[src/rtl/keypad_lcd_pkg.sv]
`default_nettype none

package keypad_lcd_pkg;

    //////////////////////////////////////////////////
    // types shared by the keypad, LCD and I2C blocks

    typedef logic [3:0] key_t;

    typedef struct packed {
        logic [6:0] addr;
        logic [7:0] data;
    } i2c_frame_t;

    // one backpack data byte, msb first
    typedef struct packed {
        logic [3:0] nibble;
        logic       backlight;
        logic       en;
        logic       rw;
        logic       rs;
    } lcd_ctrl_t;

    //////////////////////////////////////////////////
    // constants, sized for simulation

    localparam logic [6:0] lcd_addr      = 7'h27;
    localparam logic [7:0] scan_clks     = 8'd16;
    localparam logic [3:0] i2c_half_clks = 4'd4;
    localparam int         num_cols      = 4;
    localparam int         num_rows      = 4;
    localparam logic       lcd_backlight = 1'b1;
    localparam int         frames_per_char = 5;

    // index is col * 4 + row, legend as printed on the pad
    localparam key_t key_map [0:15] = '{
        4'hd, 4'hf, 4'h0, 4'hc,
        4'he, 4'h3, 4'h2, 4'h1,
        4'hb, 4'h6, 4'h5, 4'h4,
        4'ha, 4'h9, 4'h8, 4'h7
    };

endpackage

`default_nettype wire

[src/rtl/keypad_scanner.sv]
`timescale 1ns/1ns
`default_nettype none

module keypad_scanner (
    input  logic                 clk,
    input  logic                 reset_p,
    input  logic [3:0]           row,
    output logic [3:0]           col,
    output keypad_lcd_pkg::key_t key_value,
    output logic                 key_valid,
    input  logic                 key_ready
);
    import keypad_lcd_pkg::*;

    typedef enum logic [1:0] {
        st_scan,
        st_offer,
        st_release
    } scan_state_t;

    scan_state_t state;
    logic [7:0]  div_cnt;
    logic        step;
    logic [1:0]  col_idx;
    logic [1:0]  row_idx;
    logic        row_hit;
    logic        capture;

    // scan step divider, free running
    always_ff @(posedge clk or posedge reset_p) begin
        if (reset_p) begin
            div_cnt <= '0;
        end else if (step) begin
            div_cnt <= '0;
        end else begin
            div_cnt <= div_cnt + 8'd1;
        end
    end

    assign step    = (div_cnt == scan_clks - 8'd1);
    assign col     = 4'b0001 << col_idx;
    assign row_hit = (row != 4'b0000);
    assign capture = step && row_hit && (state == st_scan);

    // lowest set row bit wins
    always_comb begin
        row_idx = '0;
        for (int i = num_rows - 1; i >= 0; i--) begin
            if (row[i]) begin
                row_idx = 2'(i);
            end
        end
    end

    //////////////////////////////////////////////////
    // scan / offer / wait for release

    always_ff @(posedge clk or posedge reset_p) begin
        if (reset_p) begin
            state     <= st_scan;
            col_idx   <= '0;
            key_valid <= 1'b0;
        end else begin
            case (state)
                st_scan: begin
                    if (capture) begin
                        key_valid <= 1'b1;
                        state     <= st_offer;
                    end else if (step) begin
                        col_idx <= (col_idx == 2'(num_cols - 1)) ? 2'd0 : col_idx + 2'd1;
                    end
                end
                st_offer: begin
                    // column stays put until the sender takes the key
                    if (key_ready) begin
                        key_valid <= 1'b0;
                        state     <= st_release;
                    end
                end
                st_release: begin
                    if (step && !row_hit) begin
                        state <= st_scan;
                    end
                end
                default: state <= st_scan;
            endcase
        end
    end

    always_ff @(posedge clk) begin
        if (capture) begin
            key_value <= key_map[{col_idx, row_idx}];
        end
    end

endmodule

`default_nettype wire

[src/rtl/lcd_byte_sender.sv]
`timescale 1ns/1ns
`default_nettype none

module lcd_byte_sender (
    input  logic                       clk,
    input  logic                       reset_p,
    input  keypad_lcd_pkg::key_t       key_value,
    input  logic                       key_valid,
    output logic                       key_ready,
    output keypad_lcd_pkg::i2c_frame_t frame,
    output logic                       frame_valid,
    input  logic                       frame_ready
);
    import keypad_lcd_pkg::*;

    logic       busy;
    logic [2:0] frame_cnt;
    logic [7:0] ascii;
    logic       last_frame;
    lcd_ctrl_t  ctrl;

    assign key_ready  = !busy;
    assign last_frame = (frame_cnt == 3'(frames_per_char - 1));

    // hex digit to ascii, 'A' onward above 9
    always_ff @(posedge clk) begin
        if (key_valid && key_ready) begin
            if (key_value < 4'd10) begin
                ascii <= 8'h30 + {4'h0, key_value};
            end else begin
                ascii <= 8'h37 + {4'h0, key_value};
            end
        end
    end

    // one frame at a time, valid rises the clock after each transfer
    always_ff @(posedge clk or posedge reset_p) begin
        if (reset_p) begin
            busy        <= 1'b0;
            frame_cnt   <= '0;
            frame_valid <= 1'b0;
        end else if (!busy) begin
            if (key_valid) begin
                busy      <= 1'b1;
                frame_cnt <= '0;
            end
        end else if (!frame_valid) begin
            frame_valid <= 1'b1;
        end else if (frame_ready) begin
            frame_valid <= 1'b0;
            if (last_frame) begin
                busy <= 1'b0;
            end else begin
                frame_cnt <= frame_cnt + 3'd1;
            end
        end
    end

    // high nibble twice, then low nibble three times; E pulses on 1 and 3
    always_comb begin
        ctrl.nibble    = (frame_cnt < 3'd2) ? ascii[7:4] : ascii[3:0];
        ctrl.backlight = lcd_backlight;
        ctrl.en        = (frame_cnt == 3'd1) || (frame_cnt == 3'd3);
        ctrl.rw        = 1'b0;
        ctrl.rs        = 1'b1;
    end

    assign frame.addr = lcd_addr;
    assign frame.data = ctrl;

endmodule

`default_nettype wire

[src/rtl/i2c_writer.sv]
`timescale 1ns/1ns
`default_nettype none

module i2c_writer (
    input  logic                       clk,
    input  logic                       reset_p,
    input  keypad_lcd_pkg::i2c_frame_t frame,
    input  logic                       frame_valid,
    output logic                       frame_ready,
    output logic                       scl,
    output logic                       sda
);
    import keypad_lcd_pkg::*;

    typedef enum logic [2:0] {
        st_idle,
        st_start,
        st_addr,
        st_ack_addr,
        st_data,
        st_ack_data,
        st_stop_setup,
        st_stop
    } i2c_state_t;

    i2c_state_t state;
    logic [3:0] half_cnt;
    logic       half_tick;
    logic [2:0] bit_cnt;
    i2c_frame_t frame_q;
    logic [7:0] addr_byte;
    logic       bit_out;

    assign frame_ready = (state == st_idle);
    assign half_tick   = (half_cnt == i2c_half_clks - 4'd1);
    assign addr_byte   = {frame_q.addr, 1'b0};

    always_ff @(posedge clk) begin
        if (frame_valid && frame_ready) begin
            frame_q <= frame;
        end
    end

    // half scl period counter
    always_ff @(posedge clk or posedge reset_p) begin
        if (reset_p) begin
            half_cnt <= '0;
        end else if (state == st_idle || half_tick) begin
            half_cnt <= '0;
        end else begin
            half_cnt <= half_cnt + 4'd1;
        end
    end

    // level for sda in the current low half, ack slots stay high
    always_comb begin
        case (state)
            st_addr:       bit_out = addr_byte[bit_cnt];
            st_data:       bit_out = frame_q.data[bit_cnt];
            st_stop_setup: bit_out = 1'b0;
            default:       bit_out = 1'b1;
        endcase
    end

    //////////////////////////////////////////////////
    // bus sequencer, 40 half periods per frame

    always_ff @(posedge clk or posedge reset_p) begin
        if (reset_p) begin
            state   <= st_idle;
            scl     <= 1'b1;
            sda     <= 1'b1;
            bit_cnt <= '0;
        end else begin
            // sda moves one clock after scl falls
            if (!scl && half_cnt == 4'd0) begin
                sda <= bit_out;
            end
            case (state)
                st_idle: begin
                    if (frame_valid) begin
                        sda   <= 1'b0;
                        state <= st_start;
                    end
                end
                st_start: begin
                    if (half_tick) begin
                        scl     <= 1'b0;
                        bit_cnt <= 3'd7;
                        state   <= st_addr;
                    end
                end
                st_addr, st_data: begin
                    if (half_tick) begin
                        scl <= ~scl;
                        if (scl && bit_cnt == 3'd0) begin
                            state <= (state == st_addr) ? st_ack_addr : st_ack_data;
                        end else if (scl) begin
                            bit_cnt <= bit_cnt - 3'd1;
                        end
                    end
                end
                st_ack_addr: begin
                    if (half_tick) begin
                        scl <= ~scl;
                        if (scl) begin
                            bit_cnt <= 3'd7;
                            state   <= st_data;
                        end
                    end
                end
                st_ack_data: begin
                    if (half_tick) begin
                        scl <= ~scl;
                        if (scl) begin
                            state <= st_stop_setup;
                        end
                    end
                end
                st_stop_setup: begin
                    if (half_tick) begin
                        scl     <= 1'b1;
                        bit_cnt <= 3'd1;
                        state   <= st_stop;
                    end
                end
                st_stop: begin
                    // first half releases sda, second half is bus free time
                    if (half_tick && bit_cnt != 3'd0) begin
                        sda     <= 1'b1;
                        bit_cnt <= 3'd0;
                    end else if (half_tick) begin
                        state <= st_idle;
                    end
                end
                default: state <= st_idle;
            endcase
        end
    end

endmodule

`default_nettype wire

[src/rtl/keypad_lcd_top.sv]
`timescale 1ns/1ns
`default_nettype none

module keypad_lcd_top (
    input  logic       clk,
    input  logic       reset_p,
    input  logic [3:0] row,
    output logic [3:0] col,
    output logic       scl,
    output logic       sda
);
    import keypad_lcd_pkg::*;

    key_t       key_value;
    logic       key_valid;
    logic       key_ready;
    i2c_frame_t frame;
    logic       frame_valid;
    logic       frame_ready;

    // keypad -> lcd byte
    keypad_scanner scanner_i (
        .clk       (clk),
        .reset_p   (reset_p),
        .row       (row),
        .col       (col),
        .key_value (key_value),
        .key_valid (key_valid),
        .key_ready (key_ready)
    );

    lcd_byte_sender sender_i (
        .clk         (clk),
        .reset_p     (reset_p),
        .key_value   (key_value),
        .key_valid   (key_valid),
        .key_ready   (key_ready),
        .frame       (frame),
        .frame_valid (frame_valid),
        .frame_ready (frame_ready)
    );

    // lcd byte -> I2C bus
    i2c_writer writer_i (
        .clk         (clk),
        .reset_p     (reset_p),
        .frame       (frame),
        .frame_valid (frame_valid),
        .frame_ready (frame_ready),
        .scl         (scl),
        .sda         (sda)
    );

endmodule

`default_nettype wire

[config.mk]
export PLATFORM = sky130hd
export DESIGN_NAME = keypad_lcd_top
export DESIGN_NICKNAME = d
export VERILOG_FILES = /design/src/rtl/keypad_lcd_pkg.sv /design/src/rtl/keypad_scanner.sv /design/src/rtl/lcd_byte_sender.sv /design/src/rtl/i2c_writer.sv /design/src/rtl/keypad_lcd_top.sv
export SDC_FILE = /design/constraint.sdc
export NUM_CORES = 1
export LEC_CHECK = 0
export BUFFER_PORTS_ARGS = -buffer_cell sky130_fd_sc_hd__buf_2
export CAP_MARGIN = 20
export CORE_MARGIN = 2
export CORE_UTILIZATION = 59
export DETAILED_ROUTE_END_ITERATION = 12
export PLACE_DENSITY = 0.75
export SLEW_MARGIN = 10
export SYNTH_ARGS = -nofsm -noshare
export SYNTH_HDL_FRONTEND = slang
export SYNTH_SLANG_ARGS = --single-unit
[constraint.sdc]
create_clock -name clk -period 4.05 [get_ports clk]
set_input_delay 0.2025 -clock clk [delete_from_list [all_inputs] [get_ports clk]]
set_output_delay 0.2025 -clock clk [all_outputs]
set_load 0.1 [all_outputs]
==> results.json <==
{
  "cts.sinks": 46,
  "synthCells": 263,
  "maxCapViolations": 0,
  "grt_use_met3": 0.0476,
  "fin_crit_sh": 0.527,
  "antenna_found_initial": 0,
  "synth_area_leader_cell": "dfrtp_1",
  "crit_top_cell": "or3_4",
  "post-cts-setup-buffers": 0,
  "final_cells": 327,
  "cts_max_level": 2,
  "min_period_ns": 2.14,
  "dp_hpwl_mm": 3.10,
  "ys.flop_type": "dfrtp_1",
  "relSlewSlack": 0.515,
  "required_ns": 3.98,
  "clk_latency_ns": 0.30,
  "finalMaxSlewViolations": 0,
  "die-width_um": 70.3,
  "routed_wl_mm": 4.37,
  "setup_viol": 0,
  "dieArea_mm2": 0.00494,
  "synth-edff-count": 16,
  "ir_worst_vdd_mv": 0.276,
  "postRouteAntennaNets": 0,
  "power.density_mw_per_mm2": 286,
  "crit_path_top_delay_cell": "nor4_1",
  "first_iter_violations": 168,
  "run_status": "completed",
  "cts.clk_slew.worst_paths_ns": 0.08,
  "drive_gt1_frac": 0.116,
  "vias": 1853,
  "ys_warn_count": 0,
  "grt_pass1_vias": 1862,
  "grt_use_met2": 0.332,
  "worst_slack_ns": 1.91,
  "place_area_mm2": 0.00269,
  "grt_use_total": 0.200,
  "dpl.cell_count": 318,
  "nNetsFinal": 299,
  "rrSetupSlack_ns": 1.91,
  "clock_skew_ns": 0.00859,
  "place_ws_ns": 1.90,
  "grt_pass1_wl_mm": 7.97,
  "met1_usage": 0.254,
  "fmax_mhz": 468,
  "finish.instance_area_mm2": 0.00278,
  "grt_overflow": 0,
  "insertedDiodeCount": 0,
  "yosysUniqueCellTypes": 45,
  "p_leak_nw": 1.23,
  "tns_ns": 0,
  "firstDrtPassIters": 4,
  "ys_ff_latch": 46,
  "end_kind": "flop",
  "synth_area_mm2": 0.00259,
  "cts_buffers": 5,
  "worst_pin_slew_ns": 0.721,
  "crit_type": "reg2reg",
  "syn_nets": 288,
  "io_buffer_count": 11,
  "async_reset_ff_frac": 0.652,
  "fp.dieH_um": 70.3,
  "vias_per_cell": 5.67,
  "cp_cell_sequence": "or3_4 -> or3_4 -> nor4_1",
  "drc": 0,
  "grt_max_degree": 31,
  "critPathLaunchType": "flop",
  "ys_top_cells_by_area": "dfrtp_1, edfxtp_1, ha_1",
  "post_drt_wl_per_cell_um": 13.4,
  "hp-class": "in2reg",
  "num_rows": 24,
  "hold_viol_final": 0,
  "cts_max_path_buffers": 2,
  "crit_fanout": 4,
  "gp_congestion": 0.779,
  "ys_seq_area_frac": 0.476,
  "synth_top_area_frac": 0.270,
  "critPathArrivalTime_ns": 2.07,
  "max_stage_delay_ns": 0.62,
  "synth.avg_cell_area_um2": 9.86,
  "core_area_mm2": 0.00429,
  "start_util": 0.604,
  "final_common_cell": "dfrtp_1",
  "cts_root_buf": "clkbuf_8",
  "rsz0062_at_grt": "false",
  "final_cell_mix": "dfrtp_1, o21ai_0, a21oi_1, nand2_1",
  "cts_tree": "done",
  "final_util": 0.647,
  "top_usage_layer": "met2",
  "area_delta_synth_final_pct": 7.14,
  "pin_count": 12
}
==> critical path: cells and delay by family (launching register included) <==
kind	cells	cell delay [ns]
flops	1	0.41
simple gates	3	1.37
==> final timing paths <==
path,to,from,depth (start not counted)
worst max register to register,scanner_i.key_value[2]$_DFFE_PP_,scanner_i.div_cnt[5]$_DFF_PP0_,3
min in group asynchronous,writer_i.half_cnt[2]$_DFF_PP0_,reset_p,4
worst min-delay path,scanner_i.key_value[2]$_DFFE_PP_,row[0],3
worst max-delay path,scanner_i.key_value[2]$_DFFE_PP_,scanner_i.div_cnt[5]$_DFF_PP0_,3
worst min register to register,scanner_i.div_cnt[0]$_DFF_PP0_,scanner_i.div_cnt[0]$_DFF_PP0_,1
max in group asynchronous,writer_i.sda$_DFF_PP1_,reset_p,4
==> per-layer routing <==
layer	vias up	part of all wire
met4	0	0.013
met1	862	0.46
met3	6	0.034
met2	38	0.49
met5	-	0
li1	947	-
==> logic make-up (layout without fill, tap and decap cells) <==
family,Yosys count,count (layout),synth area share
compound gates,62,62,0.139
flops,46,46,0.476
buf+inv,28,40,0.0405
fa+ha+maj,19,19,0.0917
simple gates,93,93,0.191
mux,7,7,0.0352
xor+xnor,8,8,0.0270
==> final cells by class <==
cell class / instances / area [um2]
sequential: 46 / 1230
multi-input combinational: 189 / 1250
tap: 52 / 65.1
fill: 339 / 1520
clock buffer: 6 / 72.6
clock inverter: 2 / 8.76
inverter: 19 / 71.3
timing repair buffer: 13 / 72.6
==> stage by stage <==
| step | hold WS [ns] | total power [mW] |
|---|---|---|
| final | 0.325 | 0.794 |
| after global routing | 0.335 | 0.823 |
| after CTS | 0.325 | 0.798 |
| after detailed placement | 0.299 | 0.535 |
| after global placement | 0.289 | 0.534 |
| after floorplan | 0.292 | 0.524 |
==> Yosys cell counts, types with 2 or more instances <==
cell	n
inv_1	19
dfstp_2	2
mux2i_1	2
and3_1	3
nand2b_1	7
and2_1	2
mux2_2	3
xor2_1	4
nand3_1	7
or3_4	2
nor2b_1	7
a31oi_1	5
a21oi_1	21
nor3b_1	3
clkbuf_1	9
ha_1	19
nand2_1	21
a221oi_1	2
nor3_1	9
a21o_1	4
xnor2_1	4
or3b_2	2
nor4_1	3
dfrtp_1	28
nor2_1	19
edfxtp_1	16
o21ai_0	22
==> timing repair <==
| item | 4_1_cts | 5_1_grt |
|---|---|---|
| gates resized for setup | 0 | 0 |
| endpoints found under the hold margin | 28 | 0 |
| hold buffers | 1 | 0 |
==> report_power, final <==
group | total [mW] | switching [mW] | internal (mW)
sequential | 0.484 | 0.00327 | 0.481
combinational | 0.0412 | 0.0297 | 0.0115
clock | 0.269 | 0.150 | 0.119
==> sequential cells by signal (all words and copies together) (netlist names) <==
| name | count |
|---|---|
| scanner_i.div_cnt | 8 |
| writer_i.sda | 1 |
| sender_i.frame_cnt | 3 |
| writer_i.state | 3 |
| writer_i.half_cnt | 4 |
| writer_i.bit_cnt | 3 |
| scanner_i.col_idx | 2 |
| sender_i.frame_valid | 1 |
| writer_i.frame_q | 5 |
| sender_i.ascii | 7 |
| writer_i.scl | 1 |
| scanner_i.key_value | 4 |
| scanner_i.key_valid | 1 |
| sender_i.busy | 1 |
| scanner_i.state | 2 |
(Power assumes the default switching activity.)
